<file path="config.mk">
export PLATFORM = sky130hd
export DESIGN_NAME = branch_core_top
export DESIGN_NICKNAME = d
export VERILOG_FILES = /design/src/hdl/rv_core_pkg.sv /design/src/hdl/branch_core_top.sv /design/src/hdl/execute_stage.sv /design/src/hdl/fetch_sequencer.sv /design/src/hdl/instr_decoder.sv /design/src/hdl/register_file.sv /design/src/hdl/target_address_generator.sv
export VERILOG_INCLUDE_DIRS = /design/src /design/src/include
export SDC_FILE = /design/constraint.sdc
export NUM_CORES = 2
export LEC_CHECK = 0
export CORE_UTILIZATION = 65
export DETAILED_ROUTE_END_ITERATION = 16
export DONT_BUFFER_PORTS = 1
export PLACE_DENSITY_LB_ADDON = 0.12
export SKIP_LAST_GASP = 1
export SYNTH_ARGS = -nofsm -noshare
export SYNTH_HDL_FRONTEND = slang
export SYNTH_SLANG_ARGS = --single-unit
</file>
<file path="constraint.sdc">
create_clock -name clk_i -period 11.8 [get_ports clk_i]
set_clock_uncertainty 0.2 [all_clocks]
set_input_delay 1.77 -clock clk_i [delete_from_list [all_inputs] [get_ports clk_i]]
set_output_delay 1.77 -clock clk_i [all_outputs]
set_load 0.05 [all_outputs]
</file>
<file path="src/include/rv_core_macros.svh">
/* core-wide constants, RV32I only; the reset PC must be word aligned
   opcode values cover only the classes that the decoder knows */
`ifndef RV_CORE_MACROS_SVH
`define RV_CORE_MACROS_SVH

// widths and sizes
// ------------------------------
`define RV_XLEN      32             // data and address width
`define RV_NREGS     32             // architectural registers, x0 included
`define RV_RESET_PC  32'h0000_0000  // first fetch address

// major opcode field, instr[6:0]
// ------------------------------
`define RV_OPC_JAL     7'b1101111
`define RV_OPC_JALR    7'b1100111
`define RV_OPC_BRANCH  7'b1100011
`define RV_OPC_OPIMM   7'b0010011  // only func3 0 (ADDI) is decoded
`define RV_OPC_LUI     7'b0110111

`endif

</file>
<file path="src/hdl/rv_core_pkg.sv">
/* shared enums and records of the control-flow core
   record layouts are fixed, the testbench unpacks them field by field */
`default_nettype none

`include "rv_core_macros.svh"

package rv_core_pkg;

	// decoded instruction class
	typedef enum logic [2:0] {
		ENC_JAL,
		ENC_JALR,
		ENC_BRANCH,
		ENC_ADDI,
		ENC_LUI,
		ENC_ILLEGAL
	} encoding_e;

	// branch func3 codes, 3'b010 and 3'b011 are not defined
	typedef enum logic [2:0] {
		BR_BEQ  = 3'b000,
		BR_BNE  = 3'b001,
		BR_BLT  = 3'b100,
		BR_BGE  = 3'b101,
		BR_BLTU = 3'b110,
		BR_BGEU = 3'b111
	} branch_func3_e;

	typedef enum logic [1:0] {
		EXC_NONE,
		EXC_BAD_FUNC3,
		EXC_MISALIGNED
	} exc_e;

	typedef enum logic [1:0] {
		ST_FETCH,  // wishbone read in progress
		ST_EXEC,   // one cycle, commit and retire
		ST_HALT    // sticky until reset
	} seq_state_e;

	// decoder output
	typedef struct packed {
		encoding_e              encoding;
		logic [2:0]             func3;
		logic [4:0]             rd;
		logic [4:0]             rs1;
		logic [4:0]             rs2;
		logic [`RV_XLEN-1:0]    imm;  // sign extended, format by class
	} decoded_t;

	// one retired instruction
	typedef struct packed {
		logic [`RV_XLEN-1:0]    pc;
		logic [`RV_XLEN-1:0]    next_pc;
		logic [4:0]             rd;
		logic [`RV_XLEN-1:0]    wdata;
		logic                   we;
		exc_e                   exc;
	} retire_t;

	// wishbone classic master request, read only
	typedef struct packed {
		logic                   cyc;
		logic                   stb;
		logic [`RV_XLEN-1:0]    adr;
	} wb_req_t;

endpackage

`default_nettype wire

</file>
<file path="src/hdl/branch_core_top.sv">
/* top of the control-flow core; wishbone classic read only, no we or sel */
`timescale 1ns/10ps
`default_nettype none

`include "rv_core_macros.svh"

module branch_core_top import rv_core_pkg::*; (
	input  wire logic                   clk_i,
	input  wire logic                   arst_n_i,
	output wb_req_t                     wb_req_o,
	input  wire logic                   wb_ack_i,
	input  wire logic [`RV_XLEN-1:0]    wb_dat_i,
	output logic                        retire_valid_o,
	output retire_t                     retire_o,
	output logic                        halted_o
);

	logic [31:0]            instr;
	logic [`RV_XLEN-1:0]    pc;
	decoded_t               dec;
	logic [`RV_XLEN-1:0]    src1;
	logic [`RV_XLEN-1:0]    src2;
	retire_t                retire;
	logic                   illegal;
	logic                   rf_we;
	logic [4:0]             rf_waddr;
	logic [`RV_XLEN-1:0]    rf_wdata;

	instr_decoder u_instr_decoder (
		.instr_i (instr),
		.dec_o   (dec)
	);

	execute_stage u_execute_stage (
		.clk_i     (clk_i),
		.arst_n_i  (arst_n_i),
		.dec_i     (dec),
		.pc_i      (pc),
		.src1_i    (src1),
		.src2_i    (src2),
		.retire_o  (retire),
		.illegal_o (illegal)
	);

	register_file u_register_file (
		.clk_i    (clk_i),
		.arst_n_i (arst_n_i),
		.raddr1_i (dec.rs1),
		.raddr2_i (dec.rs2),
		.rdata1_o (src1),
		.rdata2_o (src2),
		.we_i     (rf_we),
		.waddr_i  (rf_waddr),
		.wdata_i  (rf_wdata)
	);

	fetch_sequencer u_fetch_sequencer (
		.clk_i          (clk_i),
		.arst_n_i       (arst_n_i),
		.wb_req_o       (wb_req_o),
		.wb_ack_i       (wb_ack_i),
		.wb_dat_i       (wb_dat_i),
		.instr_o        (instr),
		.pc_o           (pc),
		.retire_i       (retire),
		.illegal_i      (illegal),
		.rf_we_o        (rf_we),
		.rf_waddr_o     (rf_waddr),
		.rf_wdata_o     (rf_wdata),
		.retire_valid_o (retire_valid_o),
		.retire_o       (retire_o),
		.halted_o       (halted_o)
	);

endmodule

`default_nettype wire

</file>
<file path="src/hdl/execute_stage.sv">
/* single-cycle execute; any exception forces pc+4 and drops the register write
   retire record is only meaningful when illegal_o is low */
`timescale 1ns/10ps
`default_nettype none

`include "rv_core_macros.svh"

module execute_stage import rv_core_pkg::*; (
	input  wire logic                   clk_i,
	input  wire logic                   arst_n_i,
	input  decoded_t                    dec_i,
	input  wire logic [`RV_XLEN-1:0]    pc_i,
	input  wire logic [`RV_XLEN-1:0]    src1_i,
	input  wire logic [`RV_XLEN-1:0]    src2_i,
	output retire_t                     retire_o,
	output logic                        illegal_o  // unknown opcode, sequencer halts
);

	logic                   flag_jump;
	logic [`RV_XLEN-1:0]    addr_target;
	logic [`RV_XLEN-1:0]    addr_link;
	exc_e                   exc;
	logic [`RV_XLEN-1:0]    wdata;
	logic                   we;

	target_address_generator u_target_address_generator (
		.clk_i            (clk_i),
		.arst_n_i         (arst_n_i),
		.dec_i            (dec_i),
		.pc_i             (pc_i),
		.src1_i           (src1_i),
		.src2_i           (src2_i),
		.flag_jump_o      (flag_jump),
		.addr_target_o    (addr_target),
		.addr_writeback_o (addr_link),
		.exc_o            (exc)
	);

	// writeback value by class
	always_comb begin
		wdata = '0;
		we    = 1'b0;
		case (dec_i.encoding)
			ENC_JAL,
			ENC_JALR: begin
				wdata = addr_link;  // pc+4
				we    = 1'b1;
			end
			ENC_ADDI: begin
				wdata = src1_i + dec_i.imm;
				we    = 1'b1;
			end
			ENC_LUI: begin
				wdata = dec_i.imm;  // already shifted by decoder
				we    = 1'b1;
			end
			default: ;  // branches and illegal words write nothing
		endcase
	end

	// retire record
	// ------------------------------
	assign retire_o.pc      = pc_i;
	assign retire_o.next_pc = (flag_jump && exc == EXC_NONE) ? addr_target : pc_i + 32'd4;
	assign retire_o.rd      = dec_i.rd;
	assign retire_o.wdata   = wdata;
	assign retire_o.we      = we && (exc == EXC_NONE);  // exception suppresses write
	assign retire_o.exc     = exc;

	assign illegal_o = (dec_i.encoding == ENC_ILLEGAL);

endmodule

`default_nettype wire

</file>
<file path="src/hdl/fetch_sequencer.sv">
/* one instruction in flight, no ack timeout; a slow slave stalls the core forever
   an illegal opcode halts until reset and produces no retire record */
`timescale 1ns/10ps
`default_nettype none

`include "rv_core_macros.svh"

module fetch_sequencer import rv_core_pkg::*; (
	input  wire logic                   clk_i,
	input  wire logic                   arst_n_i,
	output wb_req_t                     wb_req_o,
	input  wire logic                   wb_ack_i,
	input  wire logic [`RV_XLEN-1:0]    wb_dat_i,
	output logic [31:0]                 instr_o,    // held word to decoder
	output logic [`RV_XLEN-1:0]         pc_o,
	input  retire_t                     retire_i,
	input  wire logic                   illegal_i,
	output logic                        rf_we_o,
	output logic [4:0]                  rf_waddr_o,
	output logic [`RV_XLEN-1:0]         rf_wdata_o,
	output logic                        retire_valid_o,
	output retire_t                     retire_o,
	output logic                        halted_o
);

	seq_state_e             state_q;
	logic [`RV_XLEN-1:0]    pc_q;
	logic [31:0]            ir_q;
	logic                   cyc_q;
	logic                   stb_q;
	logic                   ack_seen;

	assign ack_seen = (state_q == ST_FETCH) && cyc_q && wb_ack_i;  // transfer ends here

	// control state
	// ------------------------------
	always_ff @(posedge clk_i or negedge arst_n_i) begin
		if (!arst_n_i) begin
			state_q <= ST_FETCH;
			pc_q    <= `RV_RESET_PC;
			cyc_q   <= 1'b0;
			stb_q   <= 1'b0;
		end else begin
			case (state_q)
				ST_FETCH: begin
					if (!cyc_q) begin  // only right after reset
						cyc_q <= 1'b1;
						stb_q <= 1'b1;
					end else if (wb_ack_i) begin
						cyc_q   <= 1'b0;
						stb_q   <= 1'b0;
						state_q <= ST_EXEC;
					end
				end
				ST_EXEC: begin
					if (illegal_i) begin
						state_q <= ST_HALT;
					end else begin
						pc_q    <= retire_i.next_pc;
						cyc_q   <= 1'b1;  // next request right away
						stb_q   <= 1'b1;
						state_q <= ST_FETCH;
					end
				end
				default: ;  // ST_HALT, bus stays idle
			endcase
		end
	end

	// instruction register, sampled in the ack cycle
	always_ff @(posedge clk_i) begin
		if (ack_seen) ir_q <= wb_dat_i;
	end

	// outputs
	// ------------------------------
	assign wb_req_o.cyc = cyc_q;
	assign wb_req_o.stb = stb_q;
	assign wb_req_o.adr = pc_q;  // pc only moves with cyc low or rising
	assign instr_o      = ir_q;
	assign pc_o         = pc_q;

	assign retire_valid_o = (state_q == ST_EXEC) && !illegal_i;
	assign halted_o       = (state_q == ST_HALT) || ((state_q == ST_EXEC) && illegal_i);

	assign rf_we_o    = retire_valid_o && retire_i.we;
	assign rf_waddr_o = retire_i.rd;
	assign rf_wdata_o = retire_i.wdata;
	assign retire_o   = retire_i;

	// request held with a stable address until the ack cycle
	a_req_held_until_ack: assert property (
		@(posedge clk_i) disable iff (!arst_n_i)
		(wb_req_o.cyc && !wb_ack_i) |=>
			(wb_req_o.cyc && wb_req_o.stb && $stable(wb_req_o.adr))
	) else $error("wishbone request dropped or address moved before ack");

endmodule

`default_nettype wire

</file>
<file path="src/hdl/instr_decoder.sv">
/* purely combinational; only JAL, JALR, branches, ADDI and LUI are known
   anything else, OP-IMM with func3 other than 0 included, is ENC_ILLEGAL */
`timescale 1ns/10ps
`default_nettype none

`include "rv_core_macros.svh"

module instr_decoder import rv_core_pkg::*; (
	input  wire logic [31:0]    instr_i,  // fetched word
	output decoded_t            dec_o
);

	logic [6:0]         opcode;
	logic [31:0]        imm_i_fmt;
	logic [31:0]        imm_j_fmt;
	logic [31:0]        imm_b_fmt;
	logic [31:0]        imm_u_fmt;

	assign opcode = instr_i[6:0];

	// immediate formats
	// ------------------------------
	assign imm_i_fmt = {{20{instr_i[31]}}, instr_i[31:20]};
	assign imm_j_fmt = {{12{instr_i[31]}}, instr_i[19:12], instr_i[20], instr_i[30:21], 1'b0};
	assign imm_b_fmt = {{20{instr_i[31]}}, instr_i[7], instr_i[30:25], instr_i[11:8], 1'b0};
	assign imm_u_fmt = {instr_i[31:12], 12'b0};  // upper 20 bits, no extension needed

	// register fields always extracted, unused ones are ignored downstream
	assign dec_o.func3 = instr_i[14:12];
	assign dec_o.rd    = instr_i[11:7];
	assign dec_o.rs1   = instr_i[19:15];
	assign dec_o.rs2   = instr_i[24:20];

	// class and immediate select
	// ------------------------------
	always_comb begin
		dec_o.encoding = ENC_ILLEGAL;  // default, halts the core
		dec_o.imm      = '0;
		case (opcode)
			`RV_OPC_JAL: begin
				dec_o.encoding = ENC_JAL;
				dec_o.imm      = imm_j_fmt;
			end
			`RV_OPC_JALR: begin
				if (instr_i[14:12] == 3'b000) dec_o.encoding = ENC_JALR;
				dec_o.imm = imm_i_fmt;
			end
			`RV_OPC_BRANCH: begin
				dec_o.encoding = ENC_BRANCH;  // func3 checked in target generator
				dec_o.imm      = imm_b_fmt;
			end
			`RV_OPC_OPIMM: begin
				if (instr_i[14:12] == 3'b000) dec_o.encoding = ENC_ADDI;
				dec_o.imm = imm_i_fmt;
			end
			`RV_OPC_LUI: begin
				dec_o.encoding = ENC_LUI;
				dec_o.imm      = imm_u_fmt;
			end
			default: ;  // stays illegal
		endcase
	end

endmodule

`default_nettype wire

</file>
<file path="src/hdl/register_file.sv">
/* two combinational read ports, one synchronous write port
   x0 reads zero, writes to it are dropped */
`timescale 1ns/10ps
`default_nettype none

`include "rv_core_macros.svh"

module register_file (
	input  wire logic                   clk_i,
	input  wire logic                   arst_n_i,
	input  wire logic [4:0]             raddr1_i,
	input  wire logic [4:0]             raddr2_i,
	output logic [`RV_XLEN-1:0]         rdata1_o,
	output logic [`RV_XLEN-1:0]         rdata2_o,
	input  wire logic                   we_i,
	input  wire logic [4:0]             waddr_i,
	input  wire logic [`RV_XLEN-1:0]    wdata_i
);

	logic [`RV_XLEN-1:0] regs_q [`RV_NREGS];

	always_ff @(posedge clk_i or negedge arst_n_i) begin
		if (!arst_n_i) begin
			for (int i = 0; i < `RV_NREGS; i++) regs_q[i] <= '0;
		end else if (we_i && waddr_i != 5'd0) begin
			regs_q[waddr_i] <= wdata_i;
		end
	end

	assign rdata1_o = regs_q[raddr1_i];  // no bypass, write lands before next read
	assign rdata2_o = regs_q[raddr2_i];

	a_x0_zero: assert property (
		@(posedge clk_i) disable iff (!arst_n_i)
		(raddr1_i == 5'd0) |-> (rdata1_o == '0)
	) else $error("x0 read back non-zero");

endmodule

`default_nettype wire

</file>
<file path="src/hdl/target_address_generator.sv">
/* combinational target and link computation; the clock only samples the assertion
   target bit 0 is never set, immediates are even and JALR clears it */
`timescale 1ns/10ps
`default_nettype none

`include "rv_core_macros.svh"

module target_address_generator import rv_core_pkg::*; (
	input  wire logic                   clk_i,
	input  wire logic                   arst_n_i,
	input  decoded_t                    dec_i,
	input  wire logic [`RV_XLEN-1:0]    pc_i,              // address of the current instruction
	input  wire logic [`RV_XLEN-1:0]    src1_i,
	input  wire logic [`RV_XLEN-1:0]    src2_i,
	output logic                        flag_jump_o,       // jump or valid branch
	output logic [`RV_XLEN-1:0]         addr_target_o,     // next pc when flagged
	output logic [`RV_XLEN-1:0]         addr_writeback_o,  // link value for jumps
	output exc_e                        exc_o
);

	logic [`RV_XLEN-1:0]    pc_plus4;
	logic [`RV_XLEN-1:0]    pc_rel;     // pc + imm
	logic                   taken;
	logic                   bad_func3;

	assign pc_plus4 = pc_i + 32'd4;
	assign pc_rel   = pc_i + dec_i.imm;

	// target select
	// ------------------------------
	always_comb begin
		flag_jump_o      = 1'b0;
		addr_target_o    = '0;
		addr_writeback_o = '0;
		bad_func3        = 1'b0;
		taken            = 1'b0;
		case (dec_i.encoding)
			ENC_JAL: begin
				flag_jump_o      = 1'b1;
				addr_writeback_o = pc_plus4;  // return address
				addr_target_o    = pc_rel;
			end
			ENC_JALR: begin
				flag_jump_o      = 1'b1;
				addr_writeback_o = pc_plus4;
				addr_target_o    = (src1_i + dec_i.imm) & ~32'h1;  // register relative, lsb cleared
			end
			ENC_BRANCH: begin
				flag_jump_o = 1'b1;
				case (branch_func3_e'(dec_i.func3))
					BR_BEQ:  taken = (src1_i == src2_i);
					BR_BNE:  taken = (src1_i != src2_i);
					BR_BLT:  taken = ($signed(src1_i) <  $signed(src2_i));
					BR_BGE:  taken = ($signed(src1_i) >= $signed(src2_i));
					BR_BLTU: taken = (src1_i <  src2_i);
					BR_BGEU: taken = (src1_i >= src2_i);
					default: begin
						flag_jump_o = 1'b0;  // unsupported variant
						bad_func3   = 1'b1;
					end
				endcase
				addr_target_o = taken ? pc_rel : pc_plus4;  // fall through when not taken
			end
			default: ;  // ADDI, LUI, illegal: no control flow
		endcase
	end

	// exceptions
	// ------------------------------
	// word misalignment only matters for a target that is actually followed
	assign exc_o = bad_func3                         ? EXC_BAD_FUNC3  :
	               (flag_jump_o && addr_target_o[1]) ? EXC_MISALIGNED : EXC_NONE;

	// even offsets and the JALR clear keep bit 0 of a followed target low
	a_target_lsb_clear: assert property (
		@(posedge clk_i) disable iff (!arst_n_i)
		flag_jump_o |-> !addr_target_o[0]
	) else $error("flagged target with bit 0 set");

endmodule

`default_nettype wire

</file>
==> out/results.tsv <==
stage	metric	value	unit
synth	synth.distinct_cells	81	
grt	use_met3	8.60	%
setup_path	crit_path_end_kind	primary output	
routing	routedWlPerCell	34.4	µm
cells_and_area	postLayoutCoreUtil	70.7	%
synth	synth_compound_area_share	3.98	%
synth	synthSimpleGateAreaFrac	3.82	%
synth	synth_top_family_by_area	multiplexers	
grt	grt_pass1_vias	40800	
place	gp_congestion	0.971	
setup_path	critPathTopFamily	compound AO/OA/AOI/OAI gates	
floorplanning	coreArea	98600	µm²
grt	grt_overflow	0	
clocking	worstSkewPairLatency	0.74	ns
setup_path	crit_fanout	78	
floorplanning	initial_core_util	65.8	%
pwr	total_power	7.85	mW
grt	busiest_layer	met1	
sta	max_slew_margin	10.3	%
routing	routed_via_density	7.42	
synth	synthesis.instances	4286	
routing	firstDrtPassIters	6	
setup_path	crit_path_top_delay_cell	edfxtp_1	
setup_path	critical_path_arrival	7.76	ns
floorplanning	io_pins	175	
synth	yosysSeqAreaShare	42.4	%
cells_and_area	layout-drive-gt1-share	44.1	%
synth	synth_fa_ha_area_share	1.90	%
synth	async_reset_ff_share	97.1	%
grt	gr-usage-met1	55.4	%
floorplanning	dieArea	101000	µm²
routing	drt-initial-drc-count	4650	
status	outcome	finished clean	
floorplanning	die_w	318	µm
sta	hold_ws	0.193	ns
hold_path	hold_path.class	reg -> reg	
grt	met2_usage	55.3	%
setup_path	r2r_setup_slack	2.83	ns
sta	fin_crit	9.73	ns
clocking	cts_setup_buffers	0	
cells_and_area	fin_area	69700	µm²
synth	synth_ff_type	dfrtp_1	
synth	synth_xor_area_share	1.13	%
place	place_area	65500	µm²
cells_and_area	nFillCells	6430	
setup_path	crit_type	reg -> out	
synth	synthMuxAreaShare	42.7	%
place	dp_hpwl	107	mm
grt	antenna_found_initial	5	
sta	rsz0062_at_grt	false	
synth	ys_ff_latch	1092	
routing	ant_nets	0	
floorplanning	dieHeight	318	µm
sta	worst_slew_pin_slew	1.35	ns
grt	gr-usage-all-layers	37.8	%
sta	setup_viol_count_final	0	
clocking	clockBufferDepth	3	
sta	slew_viol_final	0	
setup_path	start_kind	flop	
clocking	numCtsBuffers	114	
routing	vias	40500	
setup_path	slowest_delay	1.06	ns
floorplanning	num_rows	115	
pwr	power.leakage	32.7	nW
sta	fin_setup_tns	0	ns
clocking	root_buffer	clkbuf_16	
clocking	clkTransAtPathRegs	0.06	ns
clocking	cts_tree	yes	
sta	clock.fmax	103	MHz
sta	hold_viol	0	
routing	drc_errors	0	
clocking	cts.sinks	1092	
setup_path	required	9.83	ns
synth	synthesis.area	64800	µm²
setup_path	critical_path_buf_inv_count	1	
sta	period_share	82.4	%
place	portBuffers	0	
routing	drt_wl_total	188	mm
pwr	p_per_area	113	nW/µm²
pwr	irDropWorstVdd	0.119	mV
clocking	htree_levels	3	
clocking	postCtsHoldBufs	0	
synth	syn_avg_cell_area	15.1	µm²
setup_path	cp_cell_sequence	buf_12 > mux4_2 > mux4_2 > mux2i_1 > ha_1 > nand4_2 > nor4_1 > a21o_1 > o21ai_0 > a211oi_1 > mux2i_1 > and2_1 > a21oi_2 > nand2_1 > o21ai_1	
flow_run	cap_violations	0	
cells_and_area	finalNetCount	4202	
cells_and_area	syn2layout_area_growth	7.54	%
grt	grt_start_max_net_pins	1061	
grt	grt_pass1_wl	280	mm
synth	synth_fp_nets	4418	
synth	synth_edf_count	32	
clocking	post_cts_resized	0	
synth	ys_warn_count	0	
-- layout by cell type, fill, tap and decap left out, drive strengths merged, types with 67 or more instances in the layout --
cell | Yosys | routed
o21ai | 67 | 67
clkbuf | 252 | 149
dfrtp | 1060 | 1060
ha | 95 | 95
buf | 211 | 131
a21oi | 111 | 111
nor2 | 99 | 99
mux2 | 1031 | 1031
mux4 | 635 | 635
nand2 | 130 | 130
-- per-layer routing --
layer / routed length [µm] / part of all wire (%)
met5: 33 / 0.018
met4: 8590 / 4.6
met3: 18800 / 10
met2: 83700 / 45
met1: 76400 / 41
-- logic make-up after synthesis --
family | after synthesis
muxes | 1711
DFF | 1092
buffers and inverters | 490
and+or+nand+nor | 416
AOI/OAI and AO/OA | 396
adders and majority gates | 97
xor gates and xnor gates | 84
-- worst register-to-register path: cells and delay by family, from the launching register on --
kind                     cells  cell delay (ns)
AO/OA/AOI/OAI                4             1.33
adder cells (fa/ha/maj)      1             0.28
flip-flops                   1             1.06
multiplexers                 5             2.04
buffers and inverters        3             1.41
AND/OR/NAND/NOR              4             2.54
-- power breakdown --
part           leakage [nW]  switching, mW  total [mW]  internal [mW]
logic                  15.7          0.118       0.140         0.0212
registers              15.1         0.0326        3.80           3.77
clock network          2.01           1.60        3.91           2.32
total                  32.7           1.75        7.85           6.10
-- final timing paths --
path	from	end	depth (start not counted)
setup / recovery	u_fetch_sequencer.instr_o[21]	retire_o[48]	15
hold / removal	u_register_file.regs_q[1002]	u_register_file.regs_q[1002]	0
setup reg to reg	u_fetch_sequencer.instr_o[21]	u_register_file.regs_q[329]	17
hold reg to reg	u_register_file.regs_q[1002]	u_register_file.regs_q[1002]	0
max in group asynchronous	arst_n_i	u_register_file.regs_q[524]	3
min in group asynchronous	arst_n_i	u_register_file.regs_q[746]	0
-- metrics by stage --
step                      worst slack (ns)  instances
after detailed placement              2.91       5236
after floorplan                       3.62       4286
after CTS                             2.12       5449
after global placement                2.93       5236
after global routing                  1.66       5455
final                                 2.07       5457
-- sequential cells by signal (all words and copies together), names as in the netlist --
| signal | flops |
|---|---|
| u_fetch_sequencer.cyc_q | 1 |
| u_fetch_sequencer.instr_o | 32 |
| u_fetch_sequencer.pc_o | 32 |
| u_fetch_sequencer.state_q | 2 |
| u_fetch_sequencer.stb_q | 1 |
| u_register_file.regs_q | 1024 |
-- cell usage after synthesis, types with 11 or more instances --
cell	n	share of area (%)
a211oi_1	14	0.16
clkbuf_1	252	1.5
ha_1	95	1.8
xnor2_1	46	0.62
nor2_1	99	0.57
nor3_1	21	0.16
a21oi_1	110	0.85
mux4_2	635	22
mux2_1	238	4.1
xor2_1	38	0.51
buf_1	66	0.38
buf_6	72	1.3
mux2i_1	45	0.69
mux2_4	358	8.3
buf_4	40	0.46
o22ai_1	37	0.36
a21o_1	44	0.51
nand2_1	130	0.75
o211ai_1	15	0.17
nand4_4	28	0.92
edfxtp_1	32	1.5
inv_1	26	0.15
and3_1	13	0.13
o21ai_0	66	0.51
mux2_2	435	7.6
and2_1	19	0.18
o221ai_1	11	0.15
nand3_1	25	0.19
dfrtp_1	1060	41
or3_1	13	0.13
buf_2	30	0.23
-- area by class of cell --
cell class              count  area (µm²)  share of cell area, %
flip-flops and latches   1092       27500                   39.4
clock inverters            64         918                   1.32
clock buffers             149        3170                   4.54
diodes                      3        7.51                 0.0108
multi-input cells        2704       35200                   50.5
inverters                  27         101                  0.145
repair buffers            131        1250                   1.79
well taps                1287        1610                   2.31
No activity file was read; power rests on OpenSTA's default activity.
